`src/verilog/game_pkg.sv`:
```
//==========================================================
// Game definitions shared by the RTL blocks: coordinate
// width, game state and command enums, and the palette
//==========================================================
`default_nettype none

package game_pkg;

    // Every coordinate, counter and the score use this width
    localparam int POS_W = 12;

    // Top-level game FSM states
    typedef enum logic [1:0] {
        ST_IDLE,
        ST_PLAY,
        ST_OVER
    } g_state;

    // One command is produced per frame by the decode stage
    typedef enum logic [1:0] {
        CMD_NONE,
        CMD_LEFT,
        CMD_RIGHT,
        CMD_FIRE
    } cmd_t;

    // Colours packed as {r,g,b}, 4 bits each
    localparam logic [11:0] COL_BLANK   = 12'h000;
    localparam logic [11:0] COL_BG_IDLE = 12'h444;  // Grey while waiting for a start
    localparam logic [11:0] COL_BG_PLAY = 12'h008;  // Dark blue during play
    localparam logic [11:0] COL_BG_OVER = 12'h800;  // Dark red after a miss
    localparam logic [11:0] COL_PADDLE  = 12'h0F0;
    localparam logic [11:0] COL_BLOCK   = 12'hFF0;

endpackage

`default_nettype wire

```
`src/verilog/draw_scene.sv`:
```
//==========================================================
// Pixel colour selection by priority with registered
// sync and colour outputs
//==========================================================
`timescale 1ns/1ns
`default_nettype none

module draw_scene #(
    parameter int V_ACTIVE = 600,
    parameter int PADDLE_W = 80,
    parameter int PADDLE_H = 10,
    parameter int BLOCK_W  = 20
) (
    input  logic                         clk_40,
    input  logic                         rst_n,
    input  logic [game_pkg::POS_W-1:0]   hcount,
    input  logic [game_pkg::POS_W-1:0]   vcount,
    input  logic                         hsync,
    input  logic                         vsync,
    input  logic                         blank,
    input  game_pkg::g_state             game_state,
    input  logic [game_pkg::POS_W-1:0]   paddle_x,
    input  logic [game_pkg::POS_W-1:0]   block_x,
    input  logic [game_pkg::POS_W-1:0]   block_y,
    output logic                         hs,
    output logic                         vs,
    output logic [3:0]                   r,
    output logic [3:0]                   g,
    output logic [3:0]                   b
);

    localparam int W = game_pkg::POS_W;
    localparam logic [W-1:0] PAD_TOP = W'(V_ACTIVE - PADDLE_H);

    logic        in_block;
    logic        in_paddle;
    logic [11:0] rgb_nxt;
    logic [11:0] rgb_q;

    assign in_block  = (hcount >= block_x) && (hcount < block_x + W'(BLOCK_W)) &&
                       (vcount >= block_y) && (vcount < block_y + W'(BLOCK_W));
    // Rows below V_ACTIVE are blanked so only the top bound matters here
    assign in_paddle = (vcount >= PAD_TOP) &&
                       (hcount >= paddle_x) && (hcount < paddle_x + W'(PADDLE_W));

    always_comb begin
        if (blank) begin
            rgb_nxt = game_pkg::COL_BLANK;
        end else if (in_block) begin
            rgb_nxt = game_pkg::COL_BLOCK;  // Block is drawn over the paddle
        end else if (in_paddle) begin
            rgb_nxt = game_pkg::COL_PADDLE;
        end else begin
            case (game_state)
                game_pkg::ST_PLAY: rgb_nxt = game_pkg::COL_BG_PLAY;
                game_pkg::ST_OVER: rgb_nxt = game_pkg::COL_BG_OVER;
                default:           rgb_nxt = game_pkg::COL_BG_IDLE;
            endcase
        end
    end

    // Sync is delayed with the colour so the monitor sees them aligned
    always_ff @(posedge clk_40 or negedge rst_n) begin
        if (!rst_n) begin
            hs    <= 1'b1;
            vs    <= 1'b1;
            rgb_q <= game_pkg::COL_BLANK;
        end else begin
            hs    <= hsync;
            vs    <= vsync;
            rgb_q <= rgb_nxt;
        end
    end

    assign {r, g, b} = rgb_q;

endmodule

`default_nettype wire

```
`src/verilog/input_decode.sv`:
```
//==========================================================
// Button synchronizers and per-frame command decode
//==========================================================
`timescale 1ns/1ns
`default_nettype none

module input_decode (
    input  logic                clk_40,
    input  logic                rst_n,
    input  logic                btn_left,
    input  logic                btn_right,
    input  logic                btn_fire,
    input  logic                frame_tick,
    output game_pkg::cmd_t      cmd
);

    logic [2:0] sync_q1;       // First stage, {fire, right, left}
    logic [2:0] sync_q2;       // Second stage, safe to use
    logic       fire_prev;
    logic       fire_seen;     // Sticky until the next tick
    logic       fire_pending;

    // A rising edge on the tick cycle itself still counts for this frame
    assign fire_pending = fire_seen | (sync_q2[2] & ~fire_prev);

    always_ff @(posedge clk_40 or negedge rst_n) begin
        if (!rst_n) begin
            sync_q1   <= '0;
            sync_q2   <= '0;
            fire_prev <= 1'b0;
            fire_seen <= 1'b0;
            cmd       <= game_pkg::CMD_NONE;
        end else begin
            sync_q1   <= {btn_fire, btn_right, btn_left};
            sync_q2   <= sync_q1;
            fire_prev <= sync_q2[2];
            if (frame_tick) begin
                fire_seen <= 1'b0;  // Start collecting for the next frame
                // Fire has priority, then a single held direction
                if (fire_pending) begin
                    cmd <= game_pkg::CMD_FIRE;
                end else if (sync_q2[0] && !sync_q2[1]) begin
                    cmd <= game_pkg::CMD_LEFT;
                end else if (sync_q2[1] && !sync_q2[0]) begin
                    cmd <= game_pkg::CMD_RIGHT;
                end else begin
                    cmd <= game_pkg::CMD_NONE;  // Both or neither held
                end
            end else begin
                fire_seen <= fire_pending;
            end
        end
    end

endmodule

`default_nettype wire

```
`src/verilog/object_ctl.sv`:
```
//==========================================================
// Paddle and falling block positions, catch or miss
// decision and score, all updated once per frame
//==========================================================
`timescale 1ns/1ns
`default_nettype none

module object_ctl #(
    parameter int H_ACTIVE     = 800,
    parameter int V_ACTIVE     = 600,
    parameter int PADDLE_W     = 80,
    parameter int PADDLE_H     = 10,
    parameter int BLOCK_W      = 20,
    parameter int PADDLE_STEP  = 8,
    parameter int BLOCK_STEP   = 4,
    parameter int BLOCK_STRIDE = 150
) (
    input  logic                         clk_40,
    input  logic                         rst_n,
    input  logic                         frame_tick,
    input  game_pkg::cmd_t               cmd,
    input  game_pkg::g_state             game_state,
    output logic [game_pkg::POS_W-1:0]   paddle_x,
    output logic [game_pkg::POS_W-1:0]   block_x,
    output logic [game_pkg::POS_W-1:0]   block_y,
    output logic [game_pkg::POS_W-1:0]   score,
    output logic                         miss
);

    localparam int W = game_pkg::POS_W;
    localparam logic [W-1:0] PAD_MAX  = W'(H_ACTIVE - PADDLE_W);
    localparam logic [W-1:0] PAD_HOME = W'((H_ACTIVE - PADDLE_W) / 2);
    localparam logic [W-1:0] X_RANGE  = W'(H_ACTIVE - BLOCK_W + 1);  // Legal block_x count
    localparam logic [W-1:0] FLOOR_Y  = W'(V_ACTIVE - PADDLE_H);     // Top row of the paddle

    logic [W-1:0] pad_new;
    logic [W-1:0] y_new;
    logic [W-1:0] x_sum;
    logic         at_floor;
    logic         catch_hit;

    // Paddle step with clamping at both screen edges
    always_comb begin
        pad_new = paddle_x;
        if (cmd == game_pkg::CMD_LEFT) begin
            pad_new = (paddle_x < W'(PADDLE_STEP)) ? '0 : paddle_x - W'(PADDLE_STEP);
        end else if (cmd == game_pkg::CMD_RIGHT) begin
            pad_new = (paddle_x > PAD_MAX - W'(PADDLE_STEP)) ? PAD_MAX
                                                             : paddle_x + W'(PADDLE_STEP);
        end
    end

    assign y_new     = block_y + W'(BLOCK_STEP);
    assign at_floor  = (y_new + W'(BLOCK_W)) >= FLOOR_Y;
    // Spans overlap when each one starts before the other ends
    assign catch_hit = (block_x < pad_new + W'(PADDLE_W)) && (block_x + W'(BLOCK_W) > pad_new);
    assign x_sum     = block_x + W'(BLOCK_STRIDE);  // Wraps once at most since stride < range

    always_ff @(posedge clk_40 or negedge rst_n) begin
        if (!rst_n) begin
            paddle_x <= PAD_HOME;
            block_x  <= '0;
            block_y  <= '0;
            score    <= '0;
            miss     <= 1'b0;
        end else begin
            miss <= 1'b0;  // Single-cycle pulse
            if (frame_tick) begin
                if (game_state != game_pkg::ST_PLAY) begin
                    paddle_x <= PAD_HOME;  // Park objects outside of play
                    block_x  <= '0;
                    block_y  <= '0;
                    if (game_state == game_pkg::ST_IDLE) begin
                        score <= '0;
                    end
                end else begin
                    paddle_x <= pad_new;
                    if (!at_floor) begin
                        block_y <= y_new;
                    end else if (catch_hit) begin
                        score   <= score + 1'b1;
                        block_y <= '0;  // Drop a new block from the top
                        block_x <= (x_sum >= X_RANGE) ? x_sum - X_RANGE : x_sum;
                    end else begin
                        miss <= 1'b1;  // Block stays put, FSM moves to game over
                    end
                end
            end
        end
    end

endmodule

`default_nettype wire

```
`src/verilog/state_control.sv`:
```
//==========================================================
// Game FSM stepping through idle, play and game over
//==========================================================
`timescale 1ns/1ns
`default_nettype none

module state_control (
    input  logic                clk_40,
    input  logic                rst_n,
    input  logic                frame_tick,
    input  game_pkg::cmd_t      cmd,
    input  logic                miss,
    output game_pkg::g_state    game_state
);

    game_pkg::g_state state_nxt;
    logic             fire_tick;

    assign fire_tick = frame_tick && (cmd == game_pkg::CMD_FIRE);  // Start or restart request

    always_comb begin
        state_nxt = game_state;
        case (game_state)
            game_pkg::ST_IDLE: begin
                if (fire_tick) begin
                    state_nxt = game_pkg::ST_PLAY;
                end
            end
            game_pkg::ST_PLAY: begin
                if (miss) begin
                    state_nxt = game_pkg::ST_OVER;  // Block reached the floor uncaught
                end
            end
            game_pkg::ST_OVER: begin
                if (fire_tick) begin
                    state_nxt = game_pkg::ST_IDLE;
                end
            end
            default: state_nxt = game_pkg::ST_IDLE;  // Recover from the unused code
        endcase
    end

    always_ff @(posedge clk_40 or negedge rst_n) begin
        if (!rst_n) begin
            game_state <= game_pkg::ST_IDLE;
        end else begin
            game_state <= state_nxt;
        end
    end

endmodule

`default_nettype wire

```
`src/verilog/top_vga.sv`:
```
//==========================================================
// Catch-the-block game top level joining timing, input,
// game control, object control and drawing
//==========================================================
`timescale 1ns/1ns
`default_nettype none

module top_vga #(
    parameter int H_ACTIVE     = 800,  // 800x600 at 60 Hz from a 40 MHz pixel clock
    parameter int H_FP         = 40,
    parameter int H_SYNC       = 128,
    parameter int H_BP         = 88,
    parameter int V_ACTIVE     = 600,
    parameter int V_FP         = 1,
    parameter int V_SYNC       = 4,
    parameter int V_BP         = 23,
    parameter int PADDLE_W     = 80,
    parameter int PADDLE_H     = 10,
    parameter int BLOCK_W      = 20,
    parameter int PADDLE_STEP  = 8,
    parameter int BLOCK_STEP   = 4,
    parameter int BLOCK_STRIDE = 150
) (
    input  logic                         clk_40,
    input  logic                         rst_n,
    input  logic                         btn_left,
    input  logic                         btn_right,
    input  logic                         btn_fire,
    output logic                         hs,
    output logic                         vs,
    output logic [3:0]                   r,
    output logic [3:0]                   g,
    output logic [3:0]                   b,
    output game_pkg::g_state             game_state,
    output logic [game_pkg::POS_W-1:0]   paddle_x,
    output logic [game_pkg::POS_W-1:0]   block_x,
    output logic [game_pkg::POS_W-1:0]   block_y,
    output logic [game_pkg::POS_W-1:0]   score
);

    logic [game_pkg::POS_W-1:0] hcount;
    logic [game_pkg::POS_W-1:0] vcount;
    logic                       hsync;
    logic                       vsync;
    logic                       blank;
    logic                       frame_tick;  // Start of vertical blanking
    logic                       miss;
    game_pkg::cmd_t             cmd;

    vga_timing #(
        .H_ACTIVE(H_ACTIVE), .H_FP(H_FP), .H_SYNC(H_SYNC), .H_BP(H_BP),
        .V_ACTIVE(V_ACTIVE), .V_FP(V_FP), .V_SYNC(V_SYNC), .V_BP(V_BP)
    ) u_vga_timing (
        .clk_40(clk_40),
        .rst_n(rst_n),
        .hcount(hcount),
        .vcount(vcount),
        .hsync(hsync),
        .vsync(vsync),
        .blank(blank),
        .frame_tick(frame_tick)
    );

    input_decode u_input_decode (
        .clk_40(clk_40),
        .rst_n(rst_n),
        .btn_left(btn_left),
        .btn_right(btn_right),
        .btn_fire(btn_fire),
        .frame_tick(frame_tick),
        .cmd(cmd)
    );

    state_control u_state_control (
        .clk_40(clk_40),
        .rst_n(rst_n),
        .frame_tick(frame_tick),
        .cmd(cmd),
        .miss(miss),
        .game_state(game_state)
    );

    object_ctl #(
        .H_ACTIVE(H_ACTIVE), .V_ACTIVE(V_ACTIVE),
        .PADDLE_W(PADDLE_W), .PADDLE_H(PADDLE_H), .BLOCK_W(BLOCK_W),
        .PADDLE_STEP(PADDLE_STEP), .BLOCK_STEP(BLOCK_STEP), .BLOCK_STRIDE(BLOCK_STRIDE)
    ) u_object_ctl (
        .clk_40(clk_40),
        .rst_n(rst_n),
        .frame_tick(frame_tick),
        .cmd(cmd),
        .game_state(game_state),
        .paddle_x(paddle_x),
        .block_x(block_x),
        .block_y(block_y),
        .score(score),
        .miss(miss)
    );

    draw_scene #(
        .V_ACTIVE(V_ACTIVE), .PADDLE_W(PADDLE_W), .PADDLE_H(PADDLE_H), .BLOCK_W(BLOCK_W)
    ) u_draw_scene (
        .clk_40(clk_40),
        .rst_n(rst_n),
        .hcount(hcount),
        .vcount(vcount),
        .hsync(hsync),
        .vsync(vsync),
        .blank(blank),
        .game_state(game_state),
        .paddle_x(paddle_x),
        .block_x(block_x),
        .block_y(block_y),
        .hs(hs),
        .vs(vs),
        .r(r),
        .g(g),
        .b(b)
    );

endmodule

`default_nettype wire

```
`src/verilog/vga_timing.sv`:
```
//==========================================================
// VGA raster generator with counters, sync, blanking and a
// one-cycle tick at the start of vertical blanking
//==========================================================
`timescale 1ns/1ns
`default_nettype none

module vga_timing #(
    parameter int H_ACTIVE = 800,
    parameter int H_FP     = 40,
    parameter int H_SYNC   = 128,
    parameter int H_BP     = 88,
    parameter int V_ACTIVE = 600,
    parameter int V_FP     = 1,
    parameter int V_SYNC   = 4,
    parameter int V_BP     = 23
) (
    input  logic                         clk_40,
    input  logic                         rst_n,
    output logic [game_pkg::POS_W-1:0]   hcount,
    output logic [game_pkg::POS_W-1:0]   vcount,
    output logic                         hsync,
    output logic                         vsync,
    output logic                         blank,
    output logic                         frame_tick
);

    localparam int H_TOTAL = H_ACTIVE + H_FP + H_SYNC + H_BP;
    localparam int V_TOTAL = V_ACTIVE + V_FP + V_SYNC + V_BP;
    localparam int HS_BEG  = H_ACTIVE + H_FP;  // First count with hsync low
    localparam int VS_BEG  = V_ACTIVE + V_FP;

    logic [game_pkg::POS_W-1:0] h_next;
    logic [game_pkg::POS_W-1:0] v_next;
    logic                       line_end;

    // Decode is done on the next count so that the registered sync and
    // blank line up with the counter outputs in the same cycle
    assign line_end = (hcount == game_pkg::POS_W'(H_TOTAL - 1));
    assign h_next   = line_end ? '0 : hcount + 1'b1;

    always_comb begin
        v_next = vcount;
        if (line_end) begin
            v_next = (vcount == game_pkg::POS_W'(V_TOTAL - 1)) ? '0 : vcount + 1'b1;
        end
    end

    always_ff @(posedge clk_40 or negedge rst_n) begin
        if (!rst_n) begin
            hcount     <= '0;
            vcount     <= '0;
            hsync      <= 1'b1;  // Sync is idle high out of reset
            vsync      <= 1'b1;
            blank      <= 1'b0;  // Pixel 0,0 is active
            frame_tick <= 1'b0;
        end else begin
            hcount     <= h_next;
            vcount     <= v_next;
            hsync      <= !((h_next >= HS_BEG) && (h_next < HS_BEG + H_SYNC));
            vsync      <= !((v_next >= VS_BEG) && (v_next < VS_BEG + V_SYNC));
            blank      <= (h_next >= H_ACTIVE) || (v_next >= V_ACTIVE);
            frame_tick <= (h_next == '0) && (v_next == game_pkg::POS_W'(V_ACTIVE));
        end
    end

endmodule

`default_nettype wire
```
`config.mk`:
```
export PLATFORM = sky130hd
export DESIGN_NAME = top_vga
export DESIGN_NICKNAME = d
export VERILOG_FILES = /design/src/verilog/game_pkg.sv /design/src/verilog/draw_scene.sv /design/src/verilog/input_decode.sv /design/src/verilog/object_ctl.sv /design/src/verilog/state_control.sv /design/src/verilog/top_vga.sv /design/src/verilog/vga_timing.sv
export SDC_FILE = /design/constraint.sdc
export NUM_CORES = 1
export LEC_CHECK = 0
export ABC_CLOCK_PERIOD_IN_PS = 5200
export BUFFER_PORTS_ARGS = -buffer_cell sky130_fd_sc_hd__buf_4
export CAP_MARGIN = 20
export CORE_ASPECT_RATIO = 1.4
export CORE_MARGIN = 5
export CORE_UTILIZATION = 25
export DETAILED_ROUTE_END_ITERATION = 10
export GPL_ROUTABILITY_DRIVEN = 0
export PLACE_DENSITY = 0.43
export SLEW_MARGIN = 20
export SYNTH_ARGS = -nofsm -noshare
export SYNTH_HDL_FRONTEND = slang
export SYNTH_SLANG_ARGS = --single-unit
```
`constraint.sdc`:
```
create_clock -name clk_40 -period 5.2 [get_ports clk_40]
set_input_delay 0.52 -clock clk_40 [delete_from_list [all_inputs] [get_ports clk_40]]
set_output_delay 0.52 -clock clk_40 [all_outputs]
set_load 0.02 [all_outputs]
```
==> run_results.csv, run 1 <==
group,metric,value,unit
floorplanning,die_w,166,um
yosys,ys_warn_count,0,
final_layout,mostFrequentLayoutCell,"ha_1",
yosys,synth_ff_type,"dfrtp_1",
grt,grt-ovfl-total,0,
yosys,avgSynthCellArea,8.67,um^2
final_layout,utilization,0.290,
sta,finalClockSkew,0.0153,ns
clock_network,cts_resized,0,
worst_setup_path,slowest_delay,0.53,ns
clock_network,path_clk_slew,0.08,ns
clock_network,cts_tree,"done",
clock_network,ctsHoldBuffers,0,
clock_network,numCtsBuffers,9,
final_layout,regArea,2410,um^2
floorplanning,io_pins,69,
final_layout,fin_nets,1148,
outcome,status,"completed",
yosys,synth_seq_cells,96,
yosys,synth_edf_count,0,
worst_setup_path,path_buf_inv,3,
detailed_routing,drt_wl_total,27.2,mm
worst_setup_path,worstPathArrival,5.06,ns
floorplanning,rows,80,
clock_network,postCtsSetupBuffers,0,
sta,finalSetupViolCount,0,
sta,max_clock_freq,210,MHz
worst_setup_path,crit_chain,"inv_1, ha_1, a21bo_2, o211ai_1, a21oi_2, o21a_1, a2111oi_2, buf_4, o31ai_2, xor2_1, ha_1, a211oi_1, o21ai_0, o21ai_0, o2111ai_2, a31oi_1, buf_4, nand2_1, o32ai_1",
floorplanning,die_y,228,um
detailed_routing,dr.pass1.iters,5,
pwr,vdd_drop_max,0.129,mV
final_layout,fillCellCount,3690,
pwr,power_density,156,nW/um^2
detailed_routing,drc_errors,0,
final_layout,multiInputGateArea,5600,um^2
placed_design,dp_hpwl,20.9,mm
final_layout,layout_common_cells,"ha_1 (109), dfrtp_1 (88), buf_4 (84)",
yosys,syn_inst,981,
grt,groute.usage.overall,0.143,
yosys,yosysTopAreaCell,"dfrtp_1",
worst_setup_path,crit_type,"reg -> reg",
run,maxCapViolCount,0,
placed_design,numPortBuffers,64,
yosys,synth_top_area_share,0.259,
detailed_routing,avgViaCountPerCell,5.05,
worst_setup_path,startpoint_type,"flop",
floorplanning,core,33800,um^2
worst_setup_path,worstSetupPathDepth,19,
pwr,static-leakage-power,0.00427,uW
yosys,seq_area_frac_synth,0.283,
clock_network,clock_sinks,96,
grt,grt_pass1_vias,7613,
final_layout,syn_to_final_growth,15.3,%
worst_setup_path,cp-end-kind,"flop",
sta,period_minus_slack,4.77,ns
worst_setup_path,rr_worst_depth,19,
final_layout,antenna_cells,0,
sta,finalCritPeriodShare,0.917,
yosys,synth_area_leaders,"dfrtp_1 (26%), ha_1 (16%), xnor2_1 (5.1%), a21oi_1 (3.4%), inv_1 (3.2%)",
detailed_routing,wl_per_cell,18.3,um
clock_network,root_buffer,"clkbuf_16",
sta,hold_ws,0.183,ns
worst_setup_path,critPathTopFamily,"compound AO/OA/AOI/OAI gates",
detailed_routing,drt_iter0_markers,429,
grt,grt_max_degree,54,
detailed_routing,ant_nets,0,
worst_setup_path,crit_path_max_fanout,9,
yosys,ys_async_sr_fraction,1.00,
clock_network,cts.htree.levels,3,
sta,relSlewSlack,0.500,
worst_setup_path,crit_path_top_delay_cell,"dfstp_2",
grt,grt_pass1_wl,43.4,mm
clock_network,clockBufferDepth,2,
final_layout,drive_gt1_frac,0.133,
floorplanning,dieArea,37900,um^2
sta,worst_pin_slew,0.751,ns
sta,slew_violations,0,
yosys,syn-cell-area,8510,um^2
grt,antenna_found_initial,0,
sta,hold_viol_final,0,
clock_network,clk_latency,0.39,ns
floorplanning,initial_core_util,0.252,
hold_path,hold_path_class,"in -> async",
detailed_routing,route.vias.total,7531,
worst_setup_path,required,5.49,ns
yosys,yosys.cell_types.count,86,
==> flip-flops by register name, summed over array words and instances (netlist names) <==
register and cells:
u_state_control.game_state 2, u_input_decode.cmd 2, u_vga_timing.vsync 1, u_vga_timing.hsync 1, u_vga_timing.hcount 12, u_vga_timing.vcount 12
u_input_decode.fire_seen 1, u_vga_timing.frame_tick 1, u_draw_scene.vs 1, u_object_ctl.score 12, u_object_ctl.block_x 12, u_draw_scene.hs 1
u_draw_scene.rgb_q 7, u_vga_timing.blank 1, u_object_ctl.block_y 10, u_object_ctl.paddle_x 12, u_input_decode.sync_q2 3, u_object_ctl.miss 1
u_input_decode.fire_prev 1, u_input_decode.sync_q1 3
==> power breakdown <==
part | switching [uW] | leakage [uW] | total, uW | internal [uW]
clock network | 362 | 0.000159 | 762 | 400
registers | 1.03 | 0.00126 | 750 | 749
logic | 18.8 | 0.00285 | 21.3 | 2.51
==> routing by layer <==
metal,routed length [um],global-route usage,part of all wire
met5,0,0,0
met2,14300,0.260,0.53
met1,11400,0.167,0.42
met4,835,0.0567,0.031
met3,656,0.0213,0.024
==> cell usage after synthesis (all sizes together) (3+ instances only) <==
cell type,number
ha,109
a211oi,13
xor2,17
or3,6
nand3,43
and2,9
a22o,4
a31oi,17
o31ai,7
a2111oi,3
or2,7
nor3b,5
nand2,59
buf,26
a21o,17
nor2,48
nor3,33
nand4,16
dfrtp,88
o21bai,7
a21oi,60
nand2b,20
nand4b,3
nor2b,17
o2111ai,4
and4,7
nand3b,4
nor4,10
o221ai,4
clkbuf,19
xnor2,50
and3,13
dfstp,8
o311ai,4
o21a,15
a211o,9
o31a,3
inv,75
or4,6
o211ai,12
o21ai,55
mux2,4
o2bb2ai,5
o22ai,8
==> layout make-up <==
type,count,share of cell area
timing repair buffer,84,0.0643
clock inverter,6,0.00829
multi-input combinational,768,0.571
tap,451,0.0575
inverter,75,0.0287
sequential,96,0.246
clock buffer,10,0.0244
==> worst paths after layout <==
kind / start / to / slack [ns]
max reg2reg: u_object_ctl.paddle_x[5] / u_object_ctl.block_x[10] / 0.43
max: u_object_ctl.paddle_x[5] / u_object_ctl.block_x[10] / 0.43
max in group asynchronous: rst_n / u_draw_scene.rgb_q[3] / 3.88
min: rst_n / u_object_ctl.score[1] / 0.18
min in group clk_40: btn_left / u_input_decode.sync_q1[0] / 0.25
min reg2reg: u_input_decode.sync_q1[0] / u_input_decode.sync_q2[0] / 0.35
==> stage by stage <==
step           setup WS (ns)  power, uW  setup TNS, ns  cells  cell area (um^2)
3_3_place_gp           0.155        787              0   1474              9460
3_5_place_dp           0.143        787              0   1474              9460
2_1_floorplan          0.674        770              0    984              8520
4_1_cts                0.122       1560              0   1490              9780
6_report               0.431       1530              0   1490              9810
5_1_grt             -0.00619       1590       -0.00619   1490              9810
==> kinds of logic after synthesis <==
kind of cell	Yosys count	share of synthesized area
AO/OA/AOI/OAI	272	0.220
XOR/XNOR	67	0.0698
adder cells (fa/ha/maj)	109	0.160
buffers and inverters	120	0.0631
flip-flops	96	0.283
multiplexers	6	0.00765
other	1	0.000441
AND/OR/NAND/NOR	310	0.195
(Power assumes the default switching activity.)
==> run 2, diff against run 1 <==
Settings changed: ABC_CLOCK_PERIOD_IN_PS 5200 to 5700.
Clock period 5.2 ns to 5.7 ns, I/O delays scaled along.
==> run_results.csv, run 2 (synthesis gave the netlist of run 1 again) <==
group,metric,value,unit
worst_setup_path,cp-end-kind,"flop",
clock_network,cts_resized,0,
worst_setup_path,startpoint_type,"flop",
floorplanning,initial_core_util,0.252,
floorplanning,dieArea,37900,um^2
sta,rsz0062_at_grt,"no",
pwr,static-leakage-power,0.00420,uW
placed_design,dp.cells,1465,
final_layout,antenna_cells,0,
detailed_routing,drt_iter0_markers,441,
final_layout,fin_nets,1139,
detailed_routing,drc_errors,0,
outcome,status,"completed",
clock_network,postCtsSetupBuffers,0,
sta,hold_viol_final,0,
sta,setup-tns-final,0,ns
floorplanning,rows,80,
sta,finalCritPeriodShare,0.892,
sta,finalSetupViolCount,0,
clock_network,clock_sinks,96,
hold_path,hold_path_class,"in -> async",
sta,finalClockSkew,0.0138,ns
grt,grt_pass1_wl,44.1,mm
clock_network,root_buffer,"clkbuf_16",
pwr,power,1360,uW
clock_network,cts.htree.levels,3,
pwr,vdd_drop_max,0.118,mV
final_layout,final_cells,1481,
floorplanning,core,33800,um^2
clock_network,cts_tree,"done",
grt,grt_pass1_vias,7537,
clock_network,numCtsBuffers,9,
clock_network,ctsHoldBuffers,0,
placed_design,dp_hpwl,21.0,mm
final_layout,drive_gt1_frac,0.119,
clock_network,clk_latency,0.38,ns
sta,period_minus_slack,5.08,ns
final_layout,multiInputGateArea,5570,um^2
grt,antenna_found_initial,0,
clock_network,path_clk_slew,0.08,ns
detailed_routing,wl_per_cell,18.5,um
detailed_routing,route.vias.total,7473,
detailed_routing,dr.pass1.iters,5,
floorplanning,io_pins,69,
placed_design,numPortBuffers,64,
pwr,power_density,140,nW/um^2
final_layout,syn_to_final_growth,13.9,%
sta,slew_violations,0,
grt,grt_max_degree,54,
grt,grt-ovfl-total,0,
detailed_routing,drt_wl_total,27.4,mm
sta,worst_pin_slew,0.745,ns
floorplanning,die_y,228,um
sta,max_clock_freq,197,MHz
worst_setup_path,required,5.97,ns
detailed_routing,avgViaCountPerCell,5.05,
sta,relSlewSlack,0.504,
clock_network,clockBufferDepth,2,
detailed_routing,ant_nets,0,
worst_setup_path,crit_type,"reg -> reg",
run,maxCapViolCount,0,
worst_setup_path,worstPathArrival,5.36,ns
worst_setup_path,crit_path_max_fanout,14,
final_layout,layout_common_cells,"ha_1 (109), dfrtp_1 (88), buf_4 (75)",
final_layout,regArea,2410,um^2
final_layout,fillCellCount,3764,
final_layout,mostFrequentLayoutCell,"ha_1",
floorplanning,die_w,166,um
worst_setup_path,rrSetupSlack,0.62,ns
grt,groute.usage.overall,0.145,
## run 2: path summary, 6_finish.rpt
path / startpoint / to / depth (start not counted)
max in group asynchronous: rst_n / u_draw_scene.rgb_q[10] / 2
max: u_object_ctl.paddle_x[5] / u_object_ctl.block_x[10] / 20
max reg2reg: u_object_ctl.paddle_x[5] / u_object_ctl.block_x[10] / 20
min reg2reg: u_input_decode.sync_q1[1] / u_input_decode.sync_q2[1] / 0
min in group clk_40: btn_left / u_input_decode.sync_q1[0] / 1
min: rst_n / u_object_ctl.score[1] / 1
## run 2: routing by layer
metal,share of wire,vias to the layer above,global-route usage,wire length [um]
met5,0,-,0,0
met4,0.032,0,0.0588,888
met3,0.025,35,0.0216,691
met2,0.52,116,0.257,14200
met1,0.43,3663,0.175,11700
li1,-,3659,-,-
## run 2: power breakdown
| group | switching [uW] | internal [uW] |
|---|---|---|
| Combinational | 17.1 | 2.30 |
| Sequential | 0.787 | 683 |
| Clock | 310 | 346 |
| Total | 328 | 1030 |
## run 2: per-stage QoR
stage / util / hold WS, ns / instance area, um^2 / setup slack (ns)
after floorplan: - / 0.274 / 8520 / 1.17
after global placement: 0.278 / 0.334 / 9390 / 0.717
after detailed placement: 0.278 / 0.336 / 9390 / 0.609
after CTS: 0.286 / 0.201 / 9690 / 0.588
after global routing: 0.286 / 0.223 / 9690 / 0.128
final: 0.286 / 0.178 / 9690 / 0.615
## run 2: worst max-delay path, stage by stage (launching register included)
cell	delay, ns
dfstp_2	0.63
inv_1	0.11
ha_1	0.21
a21bo_2	0.28
o211ai_1	0.11
a21oi_1	0.16
o21a_1	0.27
a2111oi_2	0.56
inv_1	0.13
ha_1	0.24
o21ai_0	0.23
xnor2_1	0.15
ha_1	0.26
nor2b_1	0.13
o21ai_0	0.15
a21o_1	0.15
o2111ai_1	0.10
buf_4	0.21
a31oi_1	0.40
nand2_1	0.18
o32ai_1	0.31
## run 2: area by class of cell
cell class,instances,share of cell area
multi-input combinational,768,0.575
tap,451,0.0582
clock inverter,5,0.00684
clock buffer,11,0.0240
timing repair buffer,75,0.0581
sequential,96,0.249
inverter,75,0.0290
